### src/core_pkg.sv
// core package
// widths, data typedefs and the stage encoding shared by the
// vector core and its units
package core_pkg;

    localparam int XLEN       = 32;
    localparam int VLEN_ELEMS = 8;
    localparam int VREG_BITS  = XLEN * VLEN_ELEMS;
    localparam int STRB_BITS  = 32;
    localparam int LANES      = 2;
    localparam int ADDR_W     = 20;

    typedef logic [XLEN-1:0]      word_t;
    typedef logic [VREG_BITS-1:0] vreg_t;
    typedef logic [4:0]           reg_idx_t;
    typedef logic [ADDR_W-1:0]    addr_t;
    typedef logic [STRB_BITS-1:0] strb_t;
    // 0 to 8 elements
    typedef logic [3:0]           vl_t;

    // one instruction in flight, one stage at a time
    typedef enum logic [2:0] {
        S_FETCH,
        S_DECODE,
        S_EXEC,
        S_VWAIT,
        S_STORE,
        S_WB
    } stage_t;

endpackage
### src/scalar_reg_file.sv
// scalar register file
// 32 x 32-bit, two asynchronous read ports, one write port, x0 reads zero
`timescale 1ns/1ns

module scalar_reg_file import core_pkg::*; (
    input  logic     clk,
    input  logic     rst,
    input  reg_idx_t rs1,
    input  reg_idx_t rs2,
    output word_t    rs1_data,
    output word_t    rs2_data,
    input  logic     we,
    input  reg_idx_t rd,
    input  word_t    wdata
);

    word_t regs [32];

    always_ff @(posedge clk) begin
        if (!rst) begin
            for (int i = 0; i < 32; i++) begin
                regs[i] <= '0;
            end
        end else if (we && rd != '0) begin
            regs[rd] <= wdata;
        end
    end

    assign rs1_data = (rs1 == '0) ? '0 : regs[rs1];
    assign rs2_data = (rs2 == '0) ? '0 : regs[rs2];

endmodule

### config.mk
export PLATFORM = sky130hd
export DESIGN_NAME = scalar_reg_file
export DESIGN_NICKNAME = d
export VERILOG_FILES = /design/src/core_pkg.sv /design/src/scalar_reg_file.sv
export SDC_FILE = /design/constraint.sdc
export NUM_CORES = 2
export LEC_CHECK = 0
export BUFFER_PORTS_ARGS = -buffer_cell sky130_fd_sc_hd__clkbuf_2
export CAP_MARGIN = 25
export CELL_PAD_IN_SITES_DETAIL_PLACEMENT = 0
export CELL_PAD_IN_SITES_GLOBAL_PLACEMENT = 1
export CORE_UTILIZATION = 42
export CTS_BUF_LIST = sky130_fd_sc_hd__clkbuf_16
export CTS_CLUSTER_SIZE = 10
export DETAILED_ROUTE_END_ITERATION = 10
export GPL_TIMING_DRIVEN = 0
export PLACE_DENSITY = 0.79
export SKIP_CTS_REPAIR_TIMING = 1
export SLEW_MARGIN = 20
export SYNTH_ARGS = -nofsm -noshare
export SYNTH_HDL_FRONTEND = slang
export SYNTH_SLANG_ARGS = --single-unit
### constraint.sdc
create_clock -name clk -period 3.9 [get_ports clk]
set_clock_uncertainty 0.15 [all_clocks]
set_input_delay 0 -clock clk [delete_from_list [all_inputs] [get_ports clk]]
set_output_delay 0 -clock clk [all_outputs]
set_load 0.02 [all_outputs]
==> summary.md <==
| Metric | Value |
|---|---|
| #FFs+latches synth | 1024 |
| H-tree depth | 3 |
| Fin. Hold Viols | 0 |
| Total of max-cap violations | 0 |
| Synthesis-to-finish area growth | 15.7% |
| Num CTS Buffers | 116 |
| Failing checks | setup timing |
| CTS sink cnt | roughly 1k |
| Setup TNS | -0.753 ns |
| Die Width | 361 µm |
| Initial DRC count | about 6.7k |
| Gr ovfl total | 0 |
| Power Density | around 430 nW/µm² |
| Cell area after layout | around 63000 µm² |
| Crit path from | rs2[2] |
| Routed WL | 212 mm |
| DP HPWL | 151 mm |
| DR WL/cell | 37.9 µm |
| Crit end category | output pin |
| Clock root buffer | clkbuf_16 |
| Max reg flops | a little over 1k |
| Fin crit period | between 4 and 5 ns |
| Hold Path Depth | 3 |
| P_leak | between 0.02 and 0.025 µW |
| Ports | 114 |
| Worst-Margin Slew | 1.23 ns |
| CTS tree | yes |
| Final setup viols | 10 |
| Hold Path End | regs[5][4] |
| Core area | 128000 µm² |
| Number of synthesized flops with an enable pin | 1024 |
| Cells after DPL | 5382 |
| CP Max Fanout | 10 |
| Crit Path Category | in2out |
| First-pass GRT wire length | 286 mm |
| CP cell instances | buf_2 -> or3b_2 -> clkbuf_1 -> buf_1 -> o221ai_1 -> a211oi_1 -> nor3_1 -> clkbuf_2 |
| Area after DPL | 59100 µm² |
| Status | finished with violations |
| Max stage delay on crit path | 0.90 ns |
| Gpl congestion | 0.992 |
| Setup ws final | -0.292 ns |
| Post-Layout Cell Count | 5589 |
| Biggest registers after layout | regs (1024) |
| Yosys cell types | 41 |
| Synth Flop Type | edfxtp_1 |
| # rows | 131 |
| Count of input and output buffers | between 100 and 150 |
| Critical Path Slowest Stage Cell | buf_1 |
| Pin count of the biggest net entering global routing | 18 |
| Starting Density | 42.4% |
| Pre-CTS setup slack | -0.298 ns |
| Clock Pin Slew Worst Setup and Hold Paths | roughly 0.050 ns |
| Via count | 37.1k |
| Layout cells sized above 1 | about 25% |
| Hold Crit Class | in2reg |
| Fraction of the cycle the final worst path needs | 107% |
| Req. time, crit path | 3.75 ns |
| Height of the die | 361 µm |
| Pre-antenna DRT Iters | 5 |
| Beginning of the worst hold path | wdata[4] |
| Seq/Total Area, Yosys | approximately 57% |
| Largest reg by FF count | regs |
| Clk buf depth | 3 |
| Synth Instances | 3509 |
| WP data arrival | between 4 and 5 ns |
| Initial antenna violation count | 15 |
| DR vias/cell | 6.64 |
| Synthesis Warnings | 0 |
| Fin. max-slew vios | 0 |
| Async set-reset flop share out of synthesis | 0% |
| Avg Inst Size Synth | roughly 15 µm² |
| Vias in the first global route | 35.8k |
| Worst Setup Start Kind | input pin |
| Die area | 130000 µm² |
| Unrepaired setup endpoints after global routing | yes |
| Slew HR | between 10% and 20% |
| Antenna Violating Nets Remaining | 0 |
| Post-Syn Area | about 54000 µm² |
| Hold_ws | slightly above 0.05 ns |
| Nets@finish | around 3.9k |
| DRC | 0 |
| Max Freq | 239 MHz |
| GRT Overall Usage | 32.1% |
| Peak supply drop | 402 µV |
kinds of logic (layout without fill, tap and decap cells):
family                 Yosys count  after routing  synth area share (%)
other                            1             42               0.00692
buffers and inverters          390            767                  3.33
multiplexers                   654            654                  23.0
AND/OR/NAND/NOR               1149           1149                  13.0
AO/OA/AOI/OAI                  291            291                  3.96
flip-flops                    1024           1024                  56.7
synthesized netlist by cell type, drive strengths merged, types with 4 or more instances:
master	instances	area (µm²)
nor3	54	270
o221ai	27	236
a22oi	18	135
nor4	8	50.1
nor2	36	135
edfxtp	1024	30700
clkbuf	275	1030
o21ai	33	165
nand3b	5	37.5
nor2b	15	93.8
mux2	30	338
a2111oi	29	269
a211oi	34	255
nand3	5	25.0
buf	113	767
nand2	9	33.8
nand2b	6	37.5
a22o	51	447
mux4	470	10600
mux2i	154	1540
and2	996	6230
a32o	4	40.0
o22ai	79	494
a21oi	10	50.1
stage by stage:
step | power (µW) | utilization (%)
after floorplan | 15200 | -
after global placement | 16700 | 44.5
after detailed placement | 17000 | 46.2
after CTS | 26400 | 48.7
after global routing | 27100 | 49.0
final | 26700 | 49.0
area by class of cell:
cell class	instances	area, µm²
Antenna cell	10	25.0
Buffer	388	1820
Clock buffer	119	2980
Clock inverter	38	180
Fill cell	10700	65100
Inverter	2	7.51
Multi-Input combinational cell	2126	22100
Sequential cell	1024	30700
Tap cell	1662	2080
Timing Repair Buffer	220	2730
worst max-delay path: cells and delay by family:
family | cells | cell delay (ns)
AOI/OAI and AO/OA | 2 | 1.16
and+or+nand+nor | 2 | 0.64
buffers and inverters | 4 | 2.21
metal layers:
layer	part of all wire, %	track usage (%)	routed length, µm
met4	6.3	16.8	13300
met1	35	41.4	74400
met5	0.072	0	153
met3	15	11.4	31700
met2	44	47.6	92500
cell usage in the layout (no fill, tap or decap), types with 30 or more instances in the layout:
| master | n |
|---|---|
| mux2_2 | 30 |
| conb_1 | 32 |
| a211oi_1 | 34 |
| clkbuf_2 | 120 |
| dlygate4sd3_1 | 33 |
| buf_4 | 40 |
| buf_2 | 51 |
| clkbuf_1 | 261 |
| buf_16 | 58 |
| a22o_1 | 51 |
| mux4_2 | 470 |
| nor2_1 | 35 |
| o21ai_4 | 31 |
| o22ai_1 | 79 |
| mux2i_1 | 154 |
| clkbuf_16 | 119 |
| and2_1 | 996 |
| edfxtp_1 | 1024 |
| nor3_1 | 52 |
worst max-delay path by stage:
stage	end
floorplan	regs[24][0]
global placement	regs[10][23]
detailed placement	rs2_data[13]
CTS	rs2_data[13]
global route	rs2_data[13]
finish	rs2_data[13]
power breakdown:
group	internal [µW]	switching, µW
Combinational	1530	2350
Sequential	12700	325
Clock	5350	4380
Note: power is estimated with default switching activity, not from simulation.
