`config.mk`:
```
export PLATFORM = sky130hd
export DESIGN_NAME = mem_port
export DESIGN_NICKNAME = d
export VERILOG_FILES = /design/src/core_pkg.sv /design/src/mem_port.sv
export SDC_FILE = /design/constraint.sdc
export NUM_CORES = 1
export LEC_CHECK = 0
export ABC_CLOCK_PERIOD_IN_PS = 3500
export BUFFER_PORTS_ARGS = -buffer_cell sky130_fd_sc_hd__buf_2
export CAP_MARGIN = 20
export CORE_ASPECT_RATIO = 0.6
export CORE_MARGIN = 4
export CORE_UTILIZATION = 41
export CTS_CLUSTER_SIZE = 25
export DETAILED_ROUTE_END_ITERATION = 12
export MAX_ROUTING_LAYER = met4
export PLACE_DENSITY = 0.85
export SLEW_MARGIN = 40
export SYNTH_ARGS = -nofsm -noshare
export SYNTH_HDL_FRONTEND = slang
export SYNTH_SLANG_ARGS = --single-unit
export TNS_END_PERCENT = 5
```
`constraint.sdc`:
```
create_clock -name clk -period 3.5 [get_ports clk]
set_input_delay 0.35 -clock clk [delete_from_list [all_inputs] [get_ports clk]]
set_output_delay 0.35 -clock clk [all_outputs]
set_load 0.03 [all_outputs]
```
`src/core_pkg.sv`:
```
// core package
// widths, data typedefs and the stage encoding shared by the
// vector core and its units
package core_pkg;

    localparam int XLEN       = 32;
    localparam int VLEN_ELEMS = 8;
    localparam int VREG_BITS  = XLEN * VLEN_ELEMS;
    localparam int STRB_BITS  = 32;
    localparam int LANES      = 2;
    localparam int ADDR_W     = 20;

    typedef logic [XLEN-1:0]      word_t;
    typedef logic [VREG_BITS-1:0] vreg_t;
    typedef logic [4:0]           reg_idx_t;
    typedef logic [ADDR_W-1:0]    addr_t;
    typedef logic [STRB_BITS-1:0] strb_t;
    // 0 to 8 elements
    typedef logic [3:0]           vl_t;

    // one instruction in flight, one stage at a time
    typedef enum logic [2:0] {
        S_FETCH,
        S_DECODE,
        S_EXEC,
        S_VWAIT,
        S_STORE,
        S_WB
    } stage_t;

endpackage
```
`src/mem_port.sv`:
```
// memory port master
// runs one four-phase req/ack transfer per start pulse; address, data
// and strobes hold while req is high, read data is taken with ack
`timescale 1ns/1ns

module mem_port import core_pkg::*; #(
    parameter int DATA_W = 32
) (
    input  logic              clk,
    input  logic              rst,
    input  logic              start,
    input  addr_t             addr_in,
    input  logic [DATA_W-1:0] wdata_in,
    input  strb_t             strb_in,
    output logic              done,
    output word_t             rdata,
    output logic              req,
    output addr_t             addr,
    output logic [DATA_W-1:0] wdata,
    output strb_t             strb,
    input  logic              ack,
    input  word_t             rack
);

    typedef enum logic [1:0] {
        MP_IDLE,
        MP_WAIT_HI,
        MP_WAIT_LO
    } mp_state_t;

    mp_state_t state;

    always_ff @(posedge clk) begin
        if (!rst) begin
            state <= MP_IDLE;
            req   <= 1'b0;
            strb  <= '0;
        end else begin
            case (state)
                MP_IDLE: if (start) begin
                    req   <= 1'b1;
                    strb  <= strb_in;
                    state <= MP_WAIT_HI;
                end
                MP_WAIT_HI: if (ack) begin
                    // strobes drop together with req
                    req   <= 1'b0;
                    strb  <= '0;
                    state <= MP_WAIT_LO;
                end
                MP_WAIT_LO: if (!ack) state <= MP_IDLE;
                default: state <= MP_IDLE;
            endcase
        end
    end

    always_ff @(posedge clk) begin
        if (state == MP_IDLE && start) begin
            addr  <= addr_in;
            wdata <= wdata_in;
        end
        if (state == MP_WAIT_HI && ack) rdata <= rack;
    end

    // slave has released ack, transfer complete
    assign done = (state == MP_WAIT_LO) && !ack;

endmodule

```
==> impl_metrics.json <==
{
  "final_design_area_no_fill_um2": 5520,
  "ys_types": 16,
  "core_area_um2": 8590,
  "design.final.nets": 544,
  "critical_path.max_stage_delay_ps": 510,
  "run_status": "complete, no violations",
  "final_period_minus_worst_setup_slack_ps": 1700,
  "die_w_um": 130,
  "yosys.area_share.xor_xnor_pct": 0.240,
  "timing.slew.headroom_pct": 53.0,
  "postCtsResizedCells": 0,
  "synth-main-ff-cell": "sky130_fd_sc_hd__edfxtp_1",
  "yosys-top-cells-area": "sky130_fd_sc_hd__edfxtp_1, sky130_fd_sc_hd__dfxtp_1, sky130_fd_sc_hd__a22o_1, sky130_fd_sc_hd__buf_6, sky130_fd_sc_hd__buf_2",
  "die-height_um": 81.1,
  "viasPerCell": 4.57,
  "post-synth-top-count-cell": "sky130_fd_sc_hd__edfxtp_1",
  "worstMarginPinSlew_ps": 703,
  "ys_warn_count": 0,
  "place_hpwl_um": 7030,
  "antenna_found_initial": 0,
  "synth_top_family_by_area": "compound AO/OA/AOI/OAI gates",
  "power_density_nw_per_um2": 651,
  "worstSkewPairLatency_ps": 400,
  "syn-instance-count": 172,
  "num-fill-cells": 622,
  "worst_clock_skew_ps": 10.0,
  "setup_viol_count_final": 0,
  "data_required_time_at_the_worst_endpoint_ps": 3150,
  "synthDominantAreaCellType": "sky130_fd_sc_hd__edfxtp_1",
  "synthToLayoutAreaGrowth_pct": 51.1,
  "cts_root_buffer": "sky130_fd_sc_hd__clkbuf_16",
  "io_pins": 238,
  "yosysSeqAreaShare_pct": 88.2,
  "ff_to_ff_path_depth": 3,
  "synthesis.area_per_instance_um2": 21.2,
  "ctsHtreeMaxLevel": 4,
  "min-delay-path-class": "input port to register",
  "rsz0062_at_grt": "false",
  "synth.area.mux_share_pct": 0.274,
  "grt_overflow": 0,
  "drt.antenna.violating_nets": 0,
  "tritoncts": "built",
  "cts.path.max_buffers": 2,
  "placement.io_buffers": 237,
  "die-area_um2": 10500,
  "timing.setup.tns_ps": 0,
  "critPathLaunch": "state[1]",
  "placement_rows": 26,
  "final.period_utilization_pct": 48.7,
  "syn-cell-area_um2": 3650,
  "min_from": "wdata_in[20]",
  "routed-via-count": 2511,
  "worstSetupPathType": "register to output pin",
  "synth_fa_ha_area_share_pct": 0,
  "post_synth_edffs": 84,
  "hold_violations": 0,
  "total_cts_buffers": 17,
  "first_global_vias": 2599,
  "async_reset_ff_share_pct": 0,
  "peak_clock_frequency_supported_by_timing_ghz": 0.587,
  "postCtsSetupBuffers": 0,
  "yosys-top-cells-count": "sky130_fd_sc_hd__edfxtp_1, sky130_fd_sc_hd__dfxtp_1, sky130_fd_sc_hd__a22o_1",
  "arrival_time_of_the_worst_setup_path_ps": 1350,
  "final_max_slew_viol_count": 0,
  "critPathMaxFanout": 7,
  "grt_pass1_wl_um": 13400,
  "drc": 0,
  "track_usage_pct": 18.1,
  "hold_depth": 1,
  "irDropWorstVdd_uv": 359,
  "final.hold.worst_slack_ps": 126,
  "start_util_pct": 42.6,
  "post_route_cells_drive_above_1_share_pct": 62.0,
  "cts_num_sinks": 119,
  "clk_pin_slew_worst_paths_ps": 50,
  "p_leak_nw": 2.51,
  "endpoint_with_the_worst_hold_slack": "wdata[20]",
  "worstReg2RegStart": "state[0]",
  "crit_path_end_kind": "output pin",
  "yosys.area.top_type_share_pct": 69.0,
  "timing.critical_path.cells": "nor3b_1 > buf_2",
  "maxCapViolCount": 0,
  "antenna-diode-count": 0,
  "critical-path-slowest-cell": "sky130_fd_sc_hd__dfxtp_1",
  "routedWlPerCell_um": 17.1,
  "synth_seq_cells": 119,
  "finalWeightedCongestion": 0.724,
  "drtIter0Drc": 106,
  "synth_compound_area_share_pct": 8.63,
  "mappedNetlistNets": 292,
  "post_place_instance_area_um2": 4960,
  "cts_hold_buffers": 0,
  "reg2reg_setup_slack_ps": 1820,
  "setup.worst_path.start_class": "register",
  "detail_route.first_pass.iterations": 4,
  "maximum_number_of_pins_on_one_net_before_global_route_repair": 54,
  "capture_instance_of_the_worst_register_to_register_path": "addr[10]",
  "drt-total-wl_um": 9370,
  "post_synthesis_simple_gate_area_fraction_pct": 1.34
}
[report_power, final]
group          switching, W  leakage [nW]  internal, W
clock network      0.000556         0.280      0.00102
registers         0.0000303          1.08      0.00161
logic              0.000263          1.15     0.000123
total              0.000849          2.51      0.00275
[state kept, by name, indices dropped and copies added (netlist names)]
name and cells:
addr 20, rdata 32, req 1, state 2
strb 32, wdata 32
[through the flow]
| stage | instances | power [W] | utilization (%) | setup slack (ps) |
|---|---|---|---|---|
| floorplan | 172 | 0.00189 | - | 299 |
| global placement | 517 | 0.00204 | 57.8 | 1760 |
| finish | 549 | 0.00360 | 64.3 | 1800 |
| detailed placement | 517 | 0.00205 | 57.8 | 1840 |
| CTS | 549 | 0.00364 | 64.3 | 1790 |
| global route | 549 | 0.00374 | 64.3 | 1740 |
[per-layer routing]
metal	global-route usage, %	up-vias	wire length [um]
met5	-	-	0
met3	5.58	12	826
met2	29.9	136	4770
li1	-	1187	-
met1	20.3	1176	3610
met4	9.13	0	157
[worst max-delay path by stage]
| stage | end | depth (start not counted) | slack, ps |
|---|---|---|---|
| after CTS | done | 2 | 1790 |
| after detailed placement | addr[12] | 3 | 1840 |
| final | done | 2 | 1800 |
| after floorplan | addr[0] | 2 | 300 |
| after global placement | strb[3] | 4 | 1760 |
| after global routing | wdata[0] | 3 | 1740 |
[cells by family (layout without fill, tap and decap cells)]
family	Yosys count	in the layout
XOR/XNOR	1	1
AO/OA/AOI/OAI	36	36
multiplexers	1	1
buffers and inverters	6	271
flip-flops	119	119
AND/OR/NAND/NOR	9	9
[cell type report]
class	count	area (um2)	area share (%)
Sequential cell	119	3220	58.4
Timing Repair Buffer	239	1200	21.8
Clock buffer	26	520	9.43
Multi-Input combinational cell	47	400	7.25
Tap cell	112	140	2.54
Clock inverter	6	36.3	0.657
[worst max-delay path, delay by kind of cell, from the launching register on]
| kind | cells | cell delay, ps |
|---|---|---|
| simple gates | 1 | 220 |
| buf+inv | 1 | 230 |
| flops | 1 | 510 |
[layout by cell type, fill, tap and decap left out, types with 3 or more instances in the layout]
cell type	Yosys	layout
sky130_fd_sc_hd__a22o_1	32	32
sky130_fd_sc_hd__clkinv_2	0	3
sky130_fd_sc_hd__dfxtp_1	35	35
sky130_fd_sc_hd__edfxtp_1	84	84
sky130_fd_sc_hd__buf_2	3	237
sky130_fd_sc_hd__clkbuf_8	0	4
sky130_fd_sc_hd__clkbuf_1	0	4
sky130_fd_sc_hd__clkbuf_16	0	18
Power figures use the tool's default switching activity.
