[config.mk]
export PLATFORM = sky130hd
export DESIGN_NAME = vector_alu
export DESIGN_NICKNAME = d
export VERILOG_FILES = /design/src/isa_pkg.sv /design/src/core_pkg.sv /design/src/vector_alu.sv
export SDC_FILE = /design/constraint.sdc
export NUM_CORES = 2
export LEC_CHECK = 0
export ABC_AREA = 1
export BUFFER_PORTS_ARGS = -buffer_cell sky130_fd_sc_hd__buf_2
export CORE_AREA = 2 2 516 518
export CTS_CLUSTER_SIZE = 25
export DETAILED_ROUTE_END_ITERATION = 6
export DIE_AREA = 0 0 518 520
export MAX_ROUTING_LAYER = met4
export SLEW_MARGIN = 5
export SYNTH_ARGS = -nofsm -noshare
export SYNTH_HDL_FRONTEND = slang
export SYNTH_SLANG_ARGS = --single-unit
[constraint.sdc]
create_clock -name clk -period 6.73 [get_ports clk]
set_input_delay 0.3365 -clock clk [delete_from_list [all_inputs] [get_ports clk]]
set_output_delay 0.3365 -clock clk [all_outputs]
set_load 0.02 [all_outputs]
[src/isa_pkg.sv]
// isa package
// opcode and funct encodings of the supported RISC-V subset and
// the operation code handed out by the decoder
package isa_pkg;

    // major opcodes
    localparam logic [6:0] OP_IMM    = 7'b0010011;
    localparam logic [6:0] OP_REG    = 7'b0110011;
    localparam logic [6:0] OP_STORE  = 7'b0100011;
    localparam logic [6:0] OP_BRANCH = 7'b1100011;
    localparam logic [6:0] OP_V      = 7'b1010111;
    localparam logic [6:0] OP_VSTORE = 7'b0100111;

    // scalar funct3 / funct7
    localparam logic [2:0] F3_ADD = 3'b000;
    localparam logic [2:0] F3_SW  = 3'b010;
    localparam logic [2:0] F3_BEQ = 3'b000;
    localparam logic [2:0] F3_BNE = 3'b001;
    localparam logic [6:0] F7_ADD = 7'b0000000;
    localparam logic [6:0] F7_SUB = 7'b0100000;

    // vector funct3 categories and funct6
    localparam logic [2:0] F3_OPIVV = 3'b000;
    localparam logic [2:0] F3_OPIVX = 3'b100;
    localparam logic [2:0] F3_OPCFG = 3'b111;
    localparam logic [2:0] F3_VSE32 = 3'b110;
    localparam logic [5:0] F6_VADD  = 6'b000000;
    localparam logic [5:0] F6_VMV   = 6'b010111;

    typedef enum logic [3:0] {
        OP_ADDI,
        OP_ADD,
        OP_SUB,
        OP_SW,
        OP_BEQ,
        OP_BNE,
        OP_VSETVL,
        OP_VADD_VV,
        OP_VADD_VX,
        OP_VMV_VX,
        OP_VSE,
        OP_ILLEGAL
    } op_t;

endpackage

[src/core_pkg.sv]
// core package
// widths, data typedefs and the stage encoding shared by the
// vector core and its units
package core_pkg;

    localparam int XLEN       = 32;
    localparam int VLEN_ELEMS = 8;
    localparam int VREG_BITS  = XLEN * VLEN_ELEMS;
    localparam int STRB_BITS  = 32;
    localparam int LANES      = 2;
    localparam int ADDR_W     = 20;

    typedef logic [XLEN-1:0]      word_t;
    typedef logic [VREG_BITS-1:0] vreg_t;
    typedef logic [4:0]           reg_idx_t;
    typedef logic [ADDR_W-1:0]    addr_t;
    typedef logic [STRB_BITS-1:0] strb_t;
    // 0 to 8 elements
    typedef logic [3:0]           vl_t;

    // one instruction in flight, one stage at a time
    typedef enum logic [2:0] {
        S_FETCH,
        S_DECODE,
        S_EXEC,
        S_VWAIT,
        S_STORE,
        S_WB
    } stage_t;

endpackage
[src/vector_alu.sv]
// vector ALU
// masked, vl-limited element add and broadcast, two elements per cycle;
// inactive or tail elements keep the old destination value
`timescale 1ns/1ns

module vector_alu import core_pkg::*; import isa_pkg::*; (
    input  logic  clk,
    input  logic  rst,
    input  logic  vstart,
    input  op_t   op,
    input  vl_t   vl,
    input  logic  vm,
    input  vreg_t mask,
    input  vreg_t va,
    input  vreg_t vb,
    input  word_t scalar,
    input  vreg_t vd_old,
    output vreg_t result,
    output logic  vdone
);

    logic  busy;
    vl_t   idx;
    vl_t   lane_base;
    vl_t   e;
    word_t lane_val;
    logic  last;
    vreg_t next_result;

    // --------------------
    // lane datapath
    // --------------------
    always_comb begin
        lane_base   = vstart ? '0 : idx;
        next_result = vstart ? vd_old : result;
        e           = '0;
        lane_val    = '0;
        for (int l = 0; l < LANES; l++) begin
            e = lane_base + vl_t'(l);
            case (op)
                OP_VADD_VV: lane_val = va[e*XLEN +: XLEN] + vb[e*XLEN +: XLEN];
                OP_VADD_VX: lane_val = va[e*XLEN +: XLEN] + scalar;
                default:    lane_val = scalar;
            endcase
            if (e < vl && (vm || mask[e])) begin
                next_result[e*XLEN +: XLEN] = lane_val;
            end
        end
    end

    // this pair reaches the end of vl
    assign last = (int'(lane_base) + LANES) >= int'(vl);

    // --------------------
    // element sequencing
    // --------------------
    always_ff @(posedge clk) begin
        if (!rst) begin
            busy  <= 1'b0;
            vdone <= 1'b0;
            idx   <= '0;
        end else begin
            vdone <= 1'b0;
            if (vstart || busy) begin
                idx   <= lane_base + vl_t'(LANES);
                busy  <= !last;
                vdone <= last;
            end
        end
    end

    // result stays put until the next vstart
    always_ff @(posedge clk) begin
        if (vstart || busy) begin
            result <= next_result;
        end
    end

endmodule

==> results.json <==
{
  "status": "finished with violations",
  "failed_checks": "DRC",
  "met2_usage_pct": 39.7,
  "start_util_pct": 12.3,
  "ctsHoldBuffers": 1,
  "rsz0062_at_grt": "no",
  "synth_simple_gate_area_share_pct": 34.2,
  "nNetsFinal": 7506,
  "relSlewSlack_pct": 13.6,
  "worst_slack_ps": 369,
  "cts_root_buf": "clkbuf_16",
  "grt_first_pass_wirelength_um": 441000,
  "share_seq_of_total_power_pct": 27.5,
  "gp_congestion": 1.07,
  "startpoint_type": "flip-flop",
  "vdd.ir_drop.worst_mv": 0.126,
  "clk_pin_slew_worst_paths_ps": 70,
  "met3_usage_pct": 7.53,
  "switchingPower_uw": 3940,
  "finalHoldViolations": 0,
  "synth_top_flop_cell": "edfxtp_1",
  "timing.setup.critical_path_class": "reg2reg",
  "flow.area_growth_from_synthesis_pct": 36.2,
  "place_worst_setup_slack_ps": 505,
  "cp_data_required_time_ps": 7140,
  "core-area_mm2": 0.264,
  "dr.first_iter.drc_count": 6339,
  "floorplan.rows": 189,
  "xor_and_xnor_area_share_after_synthesis_pct": 0.647,
  "ys_seq_area_share_pct": 24.0,
  "drc_errors": 8,
  "post_synth_fa_ha_maj_area_fraction_pct": 3.16,
  "summed_negative_setup_slack_over_all_endpoints_ps": 0,
  "post_cts.resized_instances": 0,
  "detail-route-antenna-nets": 0,
  "syn_inst": 5477,
  "wl_per_cell_um": 34.2,
  "tritoncts_num_sinks": 262,
  "worst_r2r_startpoint": "idx[0]",
  "ys_seq_elements": 262,
  "fmaxAchievable_mhz": 157,
  "maxCapViolations": 0,
  "timing.final.crit_share_pct": 94.5,
  "port_buffers": 1084,
  "final_core_utilization_pct": 16.8,
  "vias_per_cell": 4.65,
  "drt_pass1_iterations": 7,
  "grt_pass1_vias": 42700,
  "synth-compound-area-share_pct": 28.1,
  "power.switching_fraction_pct": 47.8,
  "holdPathStages": 5,
  "synth_async_sr_flop_share_pct": 0,
  "globalRouteMet1Util_pct": 27.8,
  "io-pin-count": 1325,
  "grt.total_usage_pct": 25.4,
  "ys.warnings.count": 0,
  "final_period_minus_worst_setup_slack_ps": 6360,
  "cts_post_setup_buffers_inserted": 0,
  "totalWireLength_um": 350000,
  "report.final.setup_viol": 0,
  "synth_edf_count": 256,
  "die-width_um": 518,
  "cts_tree": "done",
  "p_comb_share_pct": 49.7,
  "power_density_mw_per_mm2": 186,
  "numCtsBuffers": 34,
  "worst_hold_startpoint": "vd_old[137]",
  "fp.dieArea_mm2": 0.269,
  "syn_area_per_cell_um2": 5.93,
  "internal-power_uw": 4300,
  "syn_nets": 6626,
  "synth_top_family_by_area": "simple AND/OR/NAND/NOR gates",
  "whs_endpoint": "result[137]",
  "num-fill-cells": 31200,
  "worst-endpoint-arrival_ps": 6770,
  "post_synth_mux_area_share_pct": 0.524,
  "p_leak_uw": 0.0192,
  "r2r_end": "result[61]",
  "post_synth_instance_area_mm2": 0.0325,
  "layout-drive-gt1-share_pct": 22.2,
  "worst_clock_skew_ps": 18.2,
  "via_count": 47600,
  "globalRoute.totalOverflow": 0,
  "htree_depth": 2,
  "timing.critical_path.to_type": "flip-flop",
  "hp-class": "in2reg",
  "clkLatencyLatePin_ps": 570,
  "die_height_um": 520,
  "crit_fanout": 90,
  "gr-max-usage-layer": "met2",
  "max_slew.worst_pin.slew_ps": 1300,
  "antenna_found_initial": 422,
  "setup.reg_to_reg.worst_slack_ps": 370,
  "dp_hpwl_um": 293000,
  "power_frac_clock_pct": 22.9,
  "clockBufferDepth": 3,
  "synth.distinct_cells": 61,
  "reg2regPathDepth": 24,
  "final_max_slew_viol_count": 0,
  "grt_start_max_net_pins": 155
}
==> cells in the mapped netlist, drive strengths merged (13+ instances only) <==
library cell	count	area, um2
nor3	59	305
mux2i	17	170
o21bai	50	375
a31oi	29	181
a311oi	13	114
o21ai	855	4290
clkbuf	276	1040
inv	353	1330
a21oi	327	1640
o221ai	26	228
or2	25	156
nand2	1417	5350
o22ai	26	163
nor2	822	3120
a211oi	15	113
edfxtp	256	7690
o221a	24	270
nand4	53	332
o211ai	121	918
nand3	348	1750
ha	79	988
buf	139	684
a221oi	19	166
==> per-layer routing <==
metal	part of all wire, %	vias up
li1	-	20900
met1	37	22400
met2	45	3481
met3	10	875
met4	7.7	0
met5	0	-
==> power by group through the flow <==
stage	Combinational, uW	Clock [uW]	Sequential (uW)
after CTS	4040	1920	2250
after global routing	4330	1950	2280
after floorplan	1700	0	2550
after detailed placement	4030	0	2280
final	4090	1890	2260
after global placement	4050	0	2280
==> worst max-delay path by stage <==
stage	start	to	slack [ps]	cells after the start
2_1_floorplan	vstart	idx[3]	120	6
3_3_place_gp	vstart	result[61]	380	27
3_5_place_dp	vstart	result[61]	510	27
4_1_cts	idx[0]	result[61]	640	24
5_1_grt	idx[0]	result[61]	280	26
6_report	idx[0]	result[61]	370	24
==> per-stage QoR <==
| stage | hold WS (ps) | total power [uW] | cell area (um2) | std cells |
|---|---|---|---|---|
| after global routing | 223 | 8560 | 44100 | 10200 |
| after detailed placement | 588 | 6310 | 42400 | 9853 |
| after global placement | 591 | 6330 | 42400 | 9853 |
| final | 220 | 8240 | 44300 | 10200 |
| after CTS | 175 | 8220 | 43400 | 9915 |
| after floorplan | 475 | 4250 | 32500 | 5477 |
==> state kept, by name (all words and copies together) (netlist names) <==
signal  count
busy        1
vdone       1
result    256
idx         4
==> placed cells by master (no fill, tap or decap), types with 8 or more instances in the layout <==
cell,n
clkbuf_16,35
a32oi_1,11
clkinv_1,9
a211oi_1,15
nand3_1,346
nor2_2,11
a221oi_1,19
ha_1,78
o21a_1,10
a2111oi_0,8
edfxtp_1,256
buf_12,23
diode_2,324
o221a_2,24
nand2_1,1399
xnor2_1,12
nand4_1,53
nand2_2,14
o21ai_1,26
o21bai_1,50
inv_2,15
o211ai_1,119
mux2i_1,17
nor3_1,57
xor2_1,12
buf_4,151
a311oi_1,13
o21ai_0,828
inv_1,331
or2_2,25
o221ai_1,26
a21o_1,8
nand3b_1,8
clkbuf_1,9
a31oi_1,29
o22ai_1,26
nor2_1,804
buf_2,1083
a21oi_1,327
==> worst max-delay path: stages (launching register included) <==
cell and delay (ps):
dfxtp_2 420, inv_2 70, nor2_4 130, buf_12 380, nand2_2 130, nand2_1 130, o21ai_4 110, inv_2 330
buf_4 220, o21ai_0 100, nor2_1 670, ha_1 450, a21oi_1 240, o21ai_0 180, a21oi_1 270, nor2_1 100
nor2_1 160, nand2_1 60, nand2_1 60, nand2_1 140, nand2_1 200, nand2_1 250, o21ai_0 940, inv_1 220
a21oi_1 190
==> cell type report <==
class / count / area (um2) / area share [%]
Inverter: 355 / 1360 / 3.07
Clock inverter: 17 / 160 / 0.362
Timing Repair Buffer: 1259 / 7040 / 15.9
Clock buffer: 44 / 910 / 2.06
Tap cell: 3533 / 4420 / 9.99
Sequential cell: 262 / 7810 / 17.6
Antenna cell: 324 / 811 / 1.83
Multi-Input combinational cell: 4445 / 21800 / 49.1
==> kinds of logic after synthesis <==
family | count (synthesis)
flip-flops | 262
buffers and inverters | 770
AND/OR/NAND/NOR | 2739
XOR/XNOR | 24
adder cells (fa/ha/maj) | 81
AO/OA/AOI/OAI | 1584
multiplexers | 17
Note: power is estimated with default switching activity, not from simulation.
