===== config.mk =====
export PLATFORM = sky130hd
export DESIGN_NAME = decoder
export DESIGN_NICKNAME = d
export VERILOG_FILES = /design/src/isa_pkg.sv /design/src/core_pkg.sv /design/src/decoder.sv
export SDC_FILE = /design/constraint.sdc
export NUM_CORES = 1
export LEC_CHECK = 0
export BUFFER_PORTS_ARGS = -buffer_cell sky130_fd_sc_hd__buf_2
export CORE_UTILIZATION = 40
export DETAILED_ROUTE_END_ITERATION = 16
export GPL_TIMING_DRIVEN = 0
export PLACE_DENSITY = 0.9
export SYNTH_ARGS = -nofsm -noshare
export SYNTH_HDL_FRONTEND = slang
export SYNTH_SLANG_ARGS = --single-unit

===== constraint.sdc =====
create_clock -name vclk -period 2.8
set_input_delay 0.14 -clock vclk [all_inputs]
set_output_delay 0.14 -clock vclk [all_outputs]
set_load 0.01 [all_outputs]

===== src/isa_pkg.sv =====
// isa package
// opcode and funct encodings of the supported RISC-V subset and
// the operation code handed out by the decoder
package isa_pkg;

    // major opcodes
    localparam logic [6:0] OP_IMM    = 7'b0010011;
    localparam logic [6:0] OP_REG    = 7'b0110011;
    localparam logic [6:0] OP_STORE  = 7'b0100011;
    localparam logic [6:0] OP_BRANCH = 7'b1100011;
    localparam logic [6:0] OP_V      = 7'b1010111;
    localparam logic [6:0] OP_VSTORE = 7'b0100111;

    // scalar funct3 / funct7
    localparam logic [2:0] F3_ADD = 3'b000;
    localparam logic [2:0] F3_SW  = 3'b010;
    localparam logic [2:0] F3_BEQ = 3'b000;
    localparam logic [2:0] F3_BNE = 3'b001;
    localparam logic [6:0] F7_ADD = 7'b0000000;
    localparam logic [6:0] F7_SUB = 7'b0100000;

    // vector funct3 categories and funct6
    localparam logic [2:0] F3_OPIVV = 3'b000;
    localparam logic [2:0] F3_OPIVX = 3'b100;
    localparam logic [2:0] F3_OPCFG = 3'b111;
    localparam logic [2:0] F3_VSE32 = 3'b110;
    localparam logic [5:0] F6_VADD  = 6'b000000;
    localparam logic [5:0] F6_VMV   = 6'b010111;

    typedef enum logic [3:0] {
        OP_ADDI,
        OP_ADD,
        OP_SUB,
        OP_SW,
        OP_BEQ,
        OP_BNE,
        OP_VSETVL,
        OP_VADD_VV,
        OP_VADD_VX,
        OP_VMV_VX,
        OP_VSE,
        OP_ILLEGAL
    } op_t;

endpackage


===== src/core_pkg.sv =====
// core package
// widths, data typedefs and the stage encoding shared by the
// vector core and its units
package core_pkg;

    localparam int XLEN       = 32;
    localparam int VLEN_ELEMS = 8;
    localparam int VREG_BITS  = XLEN * VLEN_ELEMS;
    localparam int STRB_BITS  = 32;
    localparam int LANES      = 2;
    localparam int ADDR_W     = 20;

    typedef logic [XLEN-1:0]      word_t;
    typedef logic [VREG_BITS-1:0] vreg_t;
    typedef logic [4:0]           reg_idx_t;
    typedef logic [ADDR_W-1:0]    addr_t;
    typedef logic [STRB_BITS-1:0] strb_t;
    // 0 to 8 elements
    typedef logic [3:0]           vl_t;

    // one instruction in flight, one stage at a time
    typedef enum logic [2:0] {
        S_FETCH,
        S_DECODE,
        S_EXEC,
        S_VWAIT,
        S_STORE,
        S_WB
    } stage_t;

endpackage

===== src/decoder.sv =====
// instruction decoder
// turns a 32-bit instruction into an operation, register indices,
// the mask bit and a sign-extended immediate
`timescale 1ns/1ns

module decoder import core_pkg::*; import isa_pkg::*; (
    input  word_t    instr,
    output op_t      op,
    output reg_idx_t rs1,
    output reg_idx_t rs2,
    output reg_idx_t rd,
    output logic     vm,
    output word_t    imm
);

    logic [6:0] opcode;
    logic [2:0] funct3;
    logic [6:0] funct7;
    logic [5:0] funct6;

    assign opcode = instr[6:0];
    assign funct3 = instr[14:12];
    assign funct7 = instr[31:25];
    assign funct6 = instr[31:26];

    // fields sit at fixed positions for every format used here
    assign rs1 = instr[19:15];
    assign rs2 = instr[24:20];
    assign rd  = instr[11:7];
    assign vm  = instr[25];

    always_comb begin
        op  = OP_ILLEGAL;
        imm = '0;
        case (opcode)
            OP_IMM: begin
                imm = {{20{instr[31]}}, instr[31:20]};
                if (funct3 == F3_ADD) op = OP_ADDI;
            end
            OP_REG: begin
                if (funct3 == F3_ADD && funct7 == F7_ADD) op = OP_ADD;
                if (funct3 == F3_ADD && funct7 == F7_SUB) op = OP_SUB;
            end
            OP_STORE: begin
                imm = {{20{instr[31]}}, instr[31:25], instr[11:7]};
                if (funct3 == F3_SW) op = OP_SW;
            end
            OP_BRANCH: begin
                imm = {{19{instr[31]}}, instr[31], instr[7], instr[30:25],
                       instr[11:8], 1'b0};
                if (funct3 == F3_BEQ) op = OP_BEQ;
                if (funct3 == F3_BNE) op = OP_BNE;
            end
            OP_V: begin
                // vsetvli only, zimm is not looked at
                if (funct3 == F3_OPCFG && !instr[31]) op = OP_VSETVL;
                if (funct3 == F3_OPIVV && funct6 == F6_VADD) op = OP_VADD_VV;
                if (funct3 == F3_OPIVX && funct6 == F6_VADD) op = OP_VADD_VX;
                if (funct3 == F3_OPIVX && funct6 == F6_VMV && vm && rs2 == '0) begin
                    op = OP_VMV_VX;
                end
            end
            OP_VSTORE: begin
                // unit stride, nf = 0, 32-bit elements
                if (funct3 == F3_VSE32 && funct6 == '0 && rs2 == '0) op = OP_VSE;
            end
            default: op = OP_ILLEGAL;
        endcase
    end

endmodule


==> flow_metrics.tcl, run 1 <==
set metrics [dict create \
    finalHoldViolations 0 \
    vias 1095 \
    wl_per_cell_um 11.1 \
    portBuffers 76 \
    relSlewSlack_pct 58.6 \
    ant_nets 0 \
    required_ps 2660 \
    post-cts-setup-buffer-count 0 \
    dr.pass1.iters 4 \
    stdcell_count 215 \
    power.leakage_nw 0.657 \
    gp_congestion 0.931 \
    pwr-share-comb_pct 100.0 \
    post-route-period-util_pct 84.9 \
    ys_types 39 \
    p_int_mw 0.0547 \
    seqCellArea_um2 0 \
    hold_ws_ps 463 \
    grt_remaining_overflow 0 \
    worst_pin_slew_ps 616 \
    core_area_um2 1780 \
    synth_warnings 0 \
    drt-initial-drc-count 29 \
    arrival_ps 2240 \
    die_y_um 46.1 \
    num_rows 15 \
    place_area_um2 1190 \
    vias_per_cell 5.09 \
    power_frac_seq_pct 0 \
    postSynthAreaPerCell_um2 6.84 \
    seq_cell_count 0 \
    die_area_um2 2130 \
    netlist_instances 114 \
    fin_crit_ps 2380 \
    drv_cap 0 \
    wl_um 2390 \
    nNetsFinal 224 \
    cts_hold_buf 0 \
    p_sw_mw 0.0542 \
    start_kind "input port" \
    diodes 0 \
    crit_path_max_fanout 20 \
    setup_viol 0 \
    synth_area_leaders "buf_4, and2_1, a22o_1" \
    grt_pass1_wl_um 3400 \
    areaGrowthSynthToFinish_pct 52.8 \
    setup_tns_ps 0 \
    final_area_um2 1190 \
    drcViolationCount 0 \
    yosysMostFrequentCell "buf_4" \
    rsz0062_at_grt "no" \
    power.density_nw_per_um2 91.5 \
    status "completed" \
    fmax_mhz 421 \
    track_usage_pct 20.4 \
    worst_slack_ps 422 \
    grt_pass1_vias 797 \
    cts-resized-gates 0 \
    min_path_type "in2out" \
    synth_area_leader_cell "buf_4" \
    netlist.area_leader.share_pct 33.7 \
    dpl.hpwl_um 2010 \
    boundaryPins 84 \
    start_util_pct 43.7 \
    grt_max_degree 21 \
    drv_slew 0 \
    synth_area_um2 779 \
    nClkBuffers 0 \
    placed_cells 215 \
    syn-num-nets 146 \
    critPathKind "in2out" \
    swShare_pct 49.8 \
    die_x_um 46.1 \
    clock_power_share_pct 0 \
    synthTopCellsByCount "buf_4, and2_1" \
    antenna_found_initial 0 \
    crit_path_end_kind "output port" \
    vdd_ir_drop_max_uv 48.3 \
    ys_seq_area_share_pct 0 \
    drive_gt1_share_pct 61.1 \
    place_ws_ps 490 \
]
-- critical path, stage by stage --
cell	delay [ps]
buf_2	80
clkbuf_1	300
nand2b_1	120
o21a_1	180
nor3_1	470
and2_1	610
buf_4	210
buf_2	120
-- kinds of logic (layout without fill, tap and decap cells) --
| kind of cell | Yosys count | in the layout | share of synthesized area [%] |
|---|---|---|---|
| AND/OR/NAND/NOR | 46 | 46 | 37.4 |
| buffers and inverters | 40 | 116 | 36.3 |
| AO/OA/AOI/OAI | 28 | 28 | 26.3 |
-- per-layer routing --
layer	vias to the layer above	track usage (%)	routed length [um]
met2	63	38.0	1200
met5	-	0	0
met3	2	0	187
li1	549	-	-
met4	0	0.588	2
met1	481	27.4	1010
-- stage by stage --
step           util, %  power (mW)
5_1_grt           66.8       0.120
2_1_floorplan        -      0.0603
4_1_cts           66.8       0.109
6_report          66.8       0.109
3_3_place_gp      66.8       0.105
3_5_place_dp      66.8       0.108
-- placed cells by master, fill, tap and decap left out, types with 2 or more instances in the layout --
master    count
buf_2        77
buf_4        35
and2_1        6
clkbuf_1      4
or3_1         4
a22o_1        4
nand3_1       4
or4_1         4
nand2b_1      3
nor3_1        3
nor2_1        3
nor2b_1       3
o21ai_0       3
nand2_1       3
nand4b_1      3
o31ai_1       3
nor4_1        3
a22oi_1       2
a21oi_1       2
a211oi_1      2
-- power by group through the flow --
stage / sequential [mW] / clock (mW) / combinational [mW]
final: 0 / 0 / 0.109
after CTS: 0 / 0 / 0.109
after global routing: 0 / 0 / 0.120
after detailed placement: 0 / 0 / 0.108
after global placement: 0 / 0 / 0.105
after floorplan: 0 / 0 / 0.0603
-- path summary, 6_finish.rpt --
kind / startpoint / to / slack, ps / cells past startpoint
setup / recovery: instr[4] / imm[21] / 420 / 8
hold / removal: instr[17] / rs1[2] / 460 / 2
-- final cells by class --
| cell class | instances | area [um2] |
|---|---|---|
| multi-input cells | 74 | 497 |
| repair buffers | 76 | 380 |
| fillers | 162 | 592 |
| well taps | 25 | 31.3 |
| plain buffers | 40 | 283 |
(Power assumes the default switching activity.)
==> inputs of run 2 (changes only) <==
- CORE_UTILIZATION: 40 -> 37
- PLACE_DENSITY: 0.9 -> 0.84
- clock period: 2.8 -> 2.5 ns (I/O delays scaled with it)
==> flow_metrics.tcl, run 2 (synthesis results as in run 1) <==
set metrics [dict create \
    status "completed" \
    layout_commonest_cell "buf_2" \
    vias 1111 \
    min_path_type "in2out" \
    vdd_ir_drop_max_uv 68.6 \
    critPathKind "in2out" \
    track_usage_pct 19.3 \
    relSlewSlack_pct 59.0 \
    drv_cap 0 \
    fillCellCount 202 \
    start_kind "input port" \
    gp_congestion 0.922 \
    seqCellArea_um2 0 \
    dr.pass1.iters 4 \
    nNetsFinal 224 \
    ant_nets 0 \
    drv_slew 0 \
    drt-initial-drc-count 47 \
    crit_path_end_kind "output port" \
    power.leakage_nw 0.658 \
    final_cell_mix "buf_2, buf_4, and2_1" \
    setup_tns_ps 0 \
    multi_input_area_um2 498 \
    arrival_ps 1990 \
    cts_hold_buf 0 \
    setup_viol 0 \
    grt.met1_usage_pct 26.2 \
    grt_max_degree 21 \
    die_area_um2 2290 \
    drcViolationCount 0 \
    finalHoldViolations 0 \
    power.density_nw_per_um2 102 \
    grt_use_met3_pct 0 \
    areaGrowthSynthToFinish_pct 53.3 \
    grt_pass1_vias 794 \
    rsz0062_at_grt "no" \
    portBuffers 76 \
    diodes 0 \
    fin_util_pct 60.9 \
    grt_pass1_wl_um 3340 \
    vias_per_cell 5.12 \
    cts-resized-gates 0 \
    dpl.hpwl_um 2020 \
    drive_gt1_share_pct 61.6 \
    num_rows 16 \
    fmax_mhz 472 \
    use_met2_pct 34.3 \
    wl_per_cell_um 11.1 \
    post-route-period-util_pct 84.8 \
    wl_um 2410 \
    grt.busiest_layer "met2" \
    post-cts-setup-buffer-count 0 \
    fin_crit_ps 2120 \
    die_x_um 47.9 \
    seq_cell_count 0 \
    boundaryPins 84 \
    worst_pin_slew_ps 611 \
    crit_path_max_fanout 20 \
    die_y_um 47.9 \
    nClkBuffers 0 \
    grt_remaining_overflow 0 \
    required_ps 2380 \
    start_util_pct 39.7 \
    antenna_found_initial 0 \
    core_area_um2 1960 \
]
[run 2: cell count changes in the layout (fill, tap and decap cells not counted)]
cell | before | now
and2_1 | 6 | 5
and2_2 | 1 | 2
[run 2: layer usage]
metal  part of all wire (%)  vias to the layer above  wire length, um
li1                       -                      551                -
met5                      0                        -                0
met4                   0.71                        0               17
met2                     50                       79             1200
met1                     40                      479              959
met3                    9.8                        2              235
[run 2: cell type report]
class / instances / area share (%)
tap: 27 / 2.83
multi-input combinational: 74 / 41.7
buffer: 40 / 23.7
timing repair buffer: 76 / 31.8
[run 2: worst paths after layout]
| kind | startpoint | end | slack [ps] | depth (start not counted) |
|---|---|---|---|---|
| worst max-delay path | instr[4] | imm[24] | 380 | 8 |
| worst min-delay path | instr[18] | rs1[3] | 430 | 2 |
[run 2: metrics by stage]
stage          power [mW]  worst slack, ps  std cells  area (um2)  hold slack [ps]
2_1_floorplan      0.0675              713        114         779              342
3_3_place_gp        0.118              322        217        1190              435
3_5_place_dp        0.121              201        217        1190              434
4_1_cts             0.122              200        217        1190              435
5_1_grt             0.136              105        217        1190              439
6_report            0.122              381        217        1190              433
[run 2: where the power goes]
part / switching [mW] / leakage (nW) / internal (mW) / total (mW)
Sequential: 0 / 0 / 0 / 0
Combinational: 0.0611 / 0.658 / 0.0612 / 0.122
Clock: 0 / 0 / 0 / 0
[run 2: worst max-delay path: stages]
cell and delay, ps:
buf_2 80, clkbuf_1 310, nand2b_1 120, o21a_1 180, nor3_1 430, and2_2 450, buf_4 170, buf_2 120
