File: src/isa_pkg.sv
// isa package
// opcode and funct encodings of the supported RISC-V subset and
// the operation code handed out by the decoder
package isa_pkg;

    // major opcodes
    localparam logic [6:0] OP_IMM    = 7'b0010011;
    localparam logic [6:0] OP_REG    = 7'b0110011;
    localparam logic [6:0] OP_STORE  = 7'b0100011;
    localparam logic [6:0] OP_BRANCH = 7'b1100011;
    localparam logic [6:0] OP_V      = 7'b1010111;
    localparam logic [6:0] OP_VSTORE = 7'b0100111;

    // scalar funct3 / funct7
    localparam logic [2:0] F3_ADD = 3'b000;
    localparam logic [2:0] F3_SW  = 3'b010;
    localparam logic [2:0] F3_BEQ = 3'b000;
    localparam logic [2:0] F3_BNE = 3'b001;
    localparam logic [6:0] F7_ADD = 7'b0000000;
    localparam logic [6:0] F7_SUB = 7'b0100000;

    // vector funct3 categories and funct6
    localparam logic [2:0] F3_OPIVV = 3'b000;
    localparam logic [2:0] F3_OPIVX = 3'b100;
    localparam logic [2:0] F3_OPCFG = 3'b111;
    localparam logic [2:0] F3_VSE32 = 3'b110;
    localparam logic [5:0] F6_VADD  = 6'b000000;
    localparam logic [5:0] F6_VMV   = 6'b010111;

    typedef enum logic [3:0] {
        OP_ADDI,
        OP_ADD,
        OP_SUB,
        OP_SW,
        OP_BEQ,
        OP_BNE,
        OP_VSETVL,
        OP_VADD_VV,
        OP_VADD_VX,
        OP_VMV_VX,
        OP_VSE,
        OP_ILLEGAL
    } op_t;

endpackage

File: src/core_pkg.sv
// core package
// widths, data typedefs and the stage encoding shared by the
// vector core and its units
package core_pkg;

    localparam int XLEN       = 32;
    localparam int VLEN_ELEMS = 8;
    localparam int VREG_BITS  = XLEN * VLEN_ELEMS;
    localparam int STRB_BITS  = 32;
    localparam int LANES      = 2;
    localparam int ADDR_W     = 20;

    typedef logic [XLEN-1:0]      word_t;
    typedef logic [VREG_BITS-1:0] vreg_t;
    typedef logic [4:0]           reg_idx_t;
    typedef logic [ADDR_W-1:0]    addr_t;
    typedef logic [STRB_BITS-1:0] strb_t;
    // 0 to 8 elements
    typedef logic [3:0]           vl_t;

    // one instruction in flight, one stage at a time
    typedef enum logic [2:0] {
        S_FETCH,
        S_DECODE,
        S_EXEC,
        S_VWAIT,
        S_STORE,
        S_WB
    } stage_t;

endpackage
File: src/core_control.sv
// core control
// stage sequencer with PC and vl; runs scalar execute, branch decision
// and store formatting, and hands out start pulses and write enables
`timescale 1ns/1ns

module core_control import core_pkg::*; import isa_pkg::*; (
    input  logic     clk,
    input  logic     rst,
    input  op_t      op,
    input  reg_idx_t rs1_idx,
    input  reg_idx_t rd,
    input  logic     vm,
    input  word_t    imm,
    input  word_t    instr,
    input  word_t    rs1_data,
    input  word_t    rs2_data,
    input  vreg_t    vs3_data,
    input  vreg_t    v0_data,
    input  vreg_t    vresult,
    input  logic     vdone,
    input  logic     if_done,
    input  logic     st_done,
    output addr_t    pc,
    output word_t    ir,
    output logic     if_start,
    output logic     st_start,
    output logic     vstart,
    output vl_t      vl,
    output addr_t    st_addr,
    output vreg_t    st_data,
    output strb_t    st_strb,
    output logic     x_we,
    output word_t    x_wdata,
    output logic     v_we,
    output vreg_t    v_wdata
);

    stage_t stage;
    logic   issued;
    logic   take_br;
    word_t  op_a;
    word_t  op_b;
    word_t  imm_q;
    vl_t    new_vl;
    strb_t  vse_strb;
    logic   is_varith;
    logic   is_store;

    assign is_varith = op inside {OP_VADD_VV, OP_VADD_VX, OP_VMV_VX};
    assign is_store  = op inside {OP_SW, OP_VSE};

    // one start per visit of a waiting stage
    assign if_start = (stage == S_FETCH) && !issued;
    assign st_start = (stage == S_STORE) && !issued;
    assign vstart   = (stage == S_VWAIT) && !issued;

    assign x_we    = (stage == S_WB) && (op inside {OP_ADDI, OP_ADD, OP_SUB, OP_VSETVL});
    assign v_we    = (stage == S_WB) && is_varith;
    assign v_wdata = vresult;

    // vsetvli: rs1 = x0 asks for VLMAX, or keeps vl when rd is x0 too
    always_comb begin
        if (rs1_idx != '0) begin
            new_vl = (op_a > word_t'(VLEN_ELEMS)) ? vl_t'(VLEN_ELEMS) : vl_t'(op_a);
        end else if (rd != '0) begin
            new_vl = vl_t'(VLEN_ELEMS);
        end else begin
            new_vl = vl;
        end
    end

    // vse32 strobes, four bytes per active body element
    always_comb begin
        vse_strb = '0;
        for (int i = 0; i < VLEN_ELEMS; i++) begin
            if (i < int'(vl) && (vm || v0_data[i])) vse_strb[4*i +: 4] = 4'hF;
        end
    end

    always_ff @(posedge clk) begin
        if (!rst) begin
            stage   <= S_FETCH;
            pc      <= '0;
            vl      <= '0;
            issued  <= 1'b0;
            take_br <= 1'b0;
        end else begin
            issued <= issued || if_start || st_start || vstart;
            case (stage)
                S_FETCH: if (if_done) begin
                    ir     <= instr;
                    issued <= 1'b0;
                    stage  <= S_DECODE;
                end
                S_DECODE: begin
                    op_a  <= rs1_data;
                    op_b  <= rs2_data;
                    imm_q <= imm;
                    stage <= S_EXEC;
                end
                S_EXEC: begin
                    take_br <= (op == OP_BEQ && op_a == op_b) ||
                               (op == OP_BNE && op_a != op_b);
                    case (op)
                        OP_ADDI:   x_wdata <= op_a + imm_q;
                        OP_ADD:    x_wdata <= op_a + op_b;
                        OP_SUB:    x_wdata <= op_a - op_b;
                        OP_VSETVL: begin
                            vl      <= new_vl;
                            x_wdata <= word_t'(new_vl);
                        end
                        default: ;
                    endcase
                    if (is_varith) stage <= S_VWAIT;
                    else if (is_store) stage <= S_STORE;
                    else stage <= S_WB;
                end
                S_VWAIT: if (vdone) begin
                    issued <= 1'b0;
                    stage  <= S_WB;
                end
                S_STORE: if (st_done) begin
                    issued <= 1'b0;
                    stage  <= S_WB;
                end
                S_WB: begin
                    pc    <= take_br ? pc + addr_t'(imm_q) : pc + addr_t'(4);
                    stage <= S_FETCH;
                end
                default: stage <= S_FETCH;
            endcase
        end
    end

    // --------------------
    // store formatting
    // --------------------
    always_ff @(posedge clk) begin
        if (stage == S_EXEC) begin
            if (op == OP_VSE) begin
                st_addr <= addr_t'(op_a);
                st_data <= vs3_data;
                st_strb <= vse_strb;
            end else begin
                // sw: word in element 0
                st_addr <= addr_t'(op_a + imm_q);
                st_data <= vreg_t'(op_b);
                st_strb <= strb_t'(32'h0000_000F);
            end
        end
    end

endmodule

File: config.mk
export PLATFORM = sky130hd
export DESIGN_NAME = core_control
export DESIGN_NICKNAME = d
export VERILOG_FILES = /design/src/isa_pkg.sv /design/src/core_pkg.sv /design/src/core_control.sv
export SDC_FILE = /design/constraint.sdc
export NUM_CORES = 1
export LEC_CHECK = 0
export BUFFER_PORTS_ARGS = -buffer_cell sky130_fd_sc_hd__buf_2
export CORE_AREA = 2 2 622 624
export DETAILED_ROUTE_END_ITERATION = 12
export DIE_AREA = 0 0 624 626
export GPL_TIMING_DRIVEN = 0
export PLACE_DENSITY = 0.31
export SYNTH_ARGS = -nofsm -noshare
export SYNTH_HDL_FRONTEND = slang
export SYNTH_SLANG_ARGS = --single-unit
File: constraint.sdc
create_clock -name clk -period 18.8 [get_ports clk]
set_input_delay 0.94 -clock clk [delete_from_list [all_inputs] [get_ports clk]]
set_output_delay 0.94 -clock clk [all_outputs]
set_load 0.01 [all_outputs]
==> out/qor_table.md <==
| Group | Quantity | Reported |
|---|---|---|
| clock tree | Clock edge transition at the registers on the reported setup and hold paths | 0.07 ns |
| die | I/O Pins | 1,573 |
| logic synthesis | Synthesis warning total | 0 |
| setup path | Crit path launch type | register |
| setup path | Data required time of the worst path | 19.22 ns |
| logic synthesis | Top cell types by occurrence after synthesis | sky130_fd_sc_hd__edfxtp_1 (444), sky130_fd_sc_hd__buf_4 (280), sky130_fd_sc_hd__and3_1 (242), sky130_fd_sc_hd__nand2_1 (124), sky130_fd_sc_hd__a21oi_1 (120) |
| sta | Transition time at the pin with the least slew margin | 1.31 ns |
| die | Die width | 624 µm |
| placed design | HPWL reported at the end of detailed placement | 186,000 µm |
| clock tree | Clock root buffer | sky130_fd_sc_hd__clkbuf_16 |
| drt | Number of design rule violations left after detail routing | 0 |
| global route | Busiest grt layer | met2 |
| logic synthesis | EDFF count, synth | 444 |
| final layout | Number of nets in the final layout | 4,484 |
| pwr | Power, Total | 3.05 mW |
| sta | Maximum clock rate | 0.239 GHz |
| clock tree | Clock latency on the worst-skew pair | 0.72 ns |
| placed design | Final weighted congestion in routability-driven placement | 1.03 |
| clock tree | Buffers from clock root to sink, at most | 3 |
| global route | Number of antenna violations at the first check in global routing | 154 |
| clock tree | Gates resized, CTS repair | 0 |
| logic synthesis | Library cells used by synthesis | 84 |
| global route | GRT Total Usage | 10.4% |
| sta | Minimum clock period after layout | 4.19 ns |
| setup path | Startpoint-to-endpoint class of the critical path | register to register |
| die | Die H | 626 µm |
| global route | Maximum number of pins on one net before global-route repair | 33 |
| drt | Detailed-routing iteration count for the pre-antenna-repair pass | 7 |
| die | Overall die area | 0.391 mm² |
| logic synthesis | Yosys top cell area share | 52.2% |
| clock tree | Quantity of hold-fixing buffers added after cts | 0 |
| clock tree | TritonCTS Buffers | 67 |
| pwr | Maximum vdd drop | 0.0000516 V |
| sta | Setup Viol. Count Final | 0 |
| clock tree | Number of setup buffers added after CTS | 0 |
| logic synthesis | Cell with the most instances after synthesis | sky130_fd_sc_hd__edfxtp_1 |
| flow run | Reported max-cap violation count | 0 |
| sta | Setup repair after global routing missed its margin | no |
| pwr | Cell area power density | 76.3 mW/mm² |
| die | Row Count | 228 |
| sta | Final critical-path share of the clock period | 22.3% |
| logic synthesis | Synth area leaders | sky130_fd_sc_hd__edfxtp_1 (52%), sky130_fd_sc_hd__buf_4 (8.2%), sky130_fd_sc_hd__and3_1 (5.9%), sky130_fd_sc_hd__ha_1 (5.5%), sky130_fd_sc_hd__a21oi_1 (2.4%) |
| logic synthesis | Gate Count Post-Synth | 2,280 |
| die | Initial cell density of the core | 6.65% |
| sta | Setup TNS after final layout | 0 ns |
| sta | Hold Violations, Final | 0 |
| clock tree | TritonCTS clock tree | done |
| drt | Count of vias placed by the detailed router | 23,700 |
| setup path | Critical path endpoint category | register |
| logic synthesis | Mean instance size in the synthesized netlist | 11.2 µm² |
| logic synthesis | Share of the yosys chip area belonging to registers | 54.5% |
| global route | Vias in the first global route | 23,800 |
| setup path | Critical path arrival | 4.61 ns |
| global route | Met1 Resource Use GR | 8.65% |
| global route | Remaining global-route overflow | 0 |
| logic synthesis | Async set-or-reset flop fraction in the synthesized netlist | 0% |
| sta | Slew headroom | 12.5% |
| clock tree | Level count of the clock H-tree | 3 |
| logic synthesis | Top flip-flop cell by instance count after synthesis | sky130_fd_sc_hd__edfxtp_1 |
| logic synthesis | Mapped Nets | 3,313 |
| sta | Worst-case clock skew | 0.0657 ns |
| logic synthesis | Synth area leader | sky130_fd_sc_hd__edfxtp_1 |
| drt | Post-route antenna net violation count | 0 |
| final layout | Area Growth Syn to Fin | 56.7% |
| outcome | Run status | finished, final reports clean |
| global route | Global-route wire length before repair | 260,000 µm |
| global route | Met2 capacity usage during global routing | 21.8% |
| final layout | Ratio of cells with drive above 1 in the final layout | 43.5% |
| drt | Per-cell routed wire length | 24.6 µm |
| logic synthesis | Synthesized area | 0.0255 mm² |
| global route | Fraction of met3 tracks used by global routing | 3.18% |
| final layout | Core Util, Final | 10.4% |
| worst hold path | Class of the tightest hold or removal check | input pin to register |
| clock tree | CTS sink count | 473 |
| drt | Number of DRC markers in iteration 0 | 1,378 |
| drt | Via count normalized by instance count | 2.75 |
| die | Core Footprint | 0.384 mm² |
| drt | Routed wire length | 212,000 µm |
| sta | Final Max Slew Viols | 0 |
| setup path | Maximum net fanout on the critical path | 5 |
| placed design | PortBufs | 1,065 |
| logic synthesis | FF+latch count, synth | 473 |
| pwr | Leakage power of the design | 16.2 nW |
-- cell usage in the layout, fill, tap and decap left out, types with 18 or more instances in the layout --
| cell | count |
|---|---|
| sky130_fd_sc_hd__clkbuf_1 | 121 |
| sky130_fd_sc_hd__diode_2 | 35 |
| sky130_fd_sc_hd__nand3_1 | 30 |
| sky130_fd_sc_hd__ha_1 | 113 |
| sky130_fd_sc_hd__xnor2_1 | 26 |
| sky130_fd_sc_hd__a21o_1 | 35 |
| sky130_fd_sc_hd__o21bai_1 | 23 |
| sky130_fd_sc_hd__a221oi_1 | 24 |
| sky130_fd_sc_hd__edfxtp_1 | 444 |
| sky130_fd_sc_hd__a31oi_1 | 18 |
| sky130_fd_sc_hd__o21ai_0 | 118 |
| sky130_fd_sc_hd__xor2_1 | 25 |
| sky130_fd_sc_hd__o22ai_1 | 37 |
| sky130_fd_sc_hd__clkbuf_16 | 67 |
| sky130_fd_sc_hd__buf_2 | 1073 |
| sky130_fd_sc_hd__and3_1 | 242 |
| sky130_fd_sc_hd__nand2_1 | 124 |
| sky130_fd_sc_hd__a21oi_1 | 119 |
| sky130_fd_sc_hd__nor2_1 | 112 |
| sky130_fd_sc_hd__nor3_1 | 30 |
| sky130_fd_sc_hd__dfxtp_1 | 29 |
| sky130_fd_sc_hd__inv_1 | 81 |
| sky130_fd_sc_hd__buf_4 | 287 |
-- metrics by stage --
stage                     std cells  cell area [µm²]  hold slack, ns  worst slack [ns]
after floorplan                2280            25500           0.549              1.70
after global placement         8405            37200           0.538            -14.53
after detailed placement       8442            37800           0.551             13.64
after CTS                      8565            40000           0.262             14.41
after global routing           8596            40000           0.317             14.42
final                          8600            40000           0.403             14.61
-- registers in the layout, summed over array words and instances (netlist names) --
signal and cells:
st_data 256, st_addr 20, ir 32, st_strb 8, take_br 1, imm_q 32, op_a 32, op_b 32
x_wdata 32, issued 1, vl 4, stage 3, pc 20
-- worst paths after layout --
check / start / endpoint / slack, ns / depth (start not counted)
setup / recovery: op_b[1]$_DFFE_PP_ / x_wdata[25]$_DFFE_PP_ / 14.61 / 12
hold / removal: rs2_data[18] / op_b[18]$_DFFE_PP_ / 0.40 / 1
setup reg to reg: op_b[1]$_DFFE_PP_ / x_wdata[25]$_DFFE_PP_ / 14.61 / 12
hold reg to reg: pc[0]$_SDFFE_PN0P_ / pc[0]$_SDFFE_PN0P_ / 0.55 / 2
-- final cells by class --
type                            count  area [µm²]
Sequential cell                   473       13900
Antenna cell                       35        87.6
Clock inverter                     41         429
Buffer                            404        2580
Clock buffer                       82        1730
Inverter                           81         304
Multi-Input combinational cell   1322        8810
Fill cell                       44300      344000
Tap cell                         5060        6330
Timing Repair Buffer             1102        5850
-- cell families (layout without fill, tap and decap cells) --
kind of cell,Yosys count,in the layout,synth area share (%)
AND/OR/NAND/NOR,644,644,13.3
AO/OA/AOI/OAI,502,502,13.0
buffers and inverters,485,1710,11.3
flip-flops,473,473,54.5
adder cells (fa/ha/maj),117,117,5.85
XOR/XNOR,51,51,1.75
multiplexers,8,8,0.318
other,0,35,0
-- power breakdown --
group	switching (mW)	leakage [nW]	total [mW]	internal, mW
Sequential	0.0274	4.42	1.23	1.20
Combinational	0.309	10.7	0.499	0.190
Clock	0.589	1.04	1.32	0.735
-- routing by layer --
layer / up-vias / part of all wire (%)
met4: 36 / 4.9
met1: 11400 / 29
li1: 10600 / -
met5: - / 0.11
met3: 360 / 7.9
met2: 1288 / 58
-- critical path, stage by stage, from the launching register on --
cell                       delay [ns]
sky130_fd_sc_hd__edfxtp_1        0.47
sky130_fd_sc_hd__inv_1           0.36
sky130_fd_sc_hd__ha_1            0.35
sky130_fd_sc_hd__nand2b_1        0.18
sky130_fd_sc_hd__a221oi_1        0.39
sky130_fd_sc_hd__or4_1           0.23
sky130_fd_sc_hd__a311o_2         0.30
sky130_fd_sc_hd__a31oi_4         0.18
sky130_fd_sc_hd__o311ai_1        0.35
sky130_fd_sc_hd__o211ai_1        0.34
sky130_fd_sc_hd__o31ai_1         0.36
sky130_fd_sc_hd__mux2i_1         0.12
sky130_fd_sc_hd__a211o_1         0.25
Power figures use the tool's default switching activity.
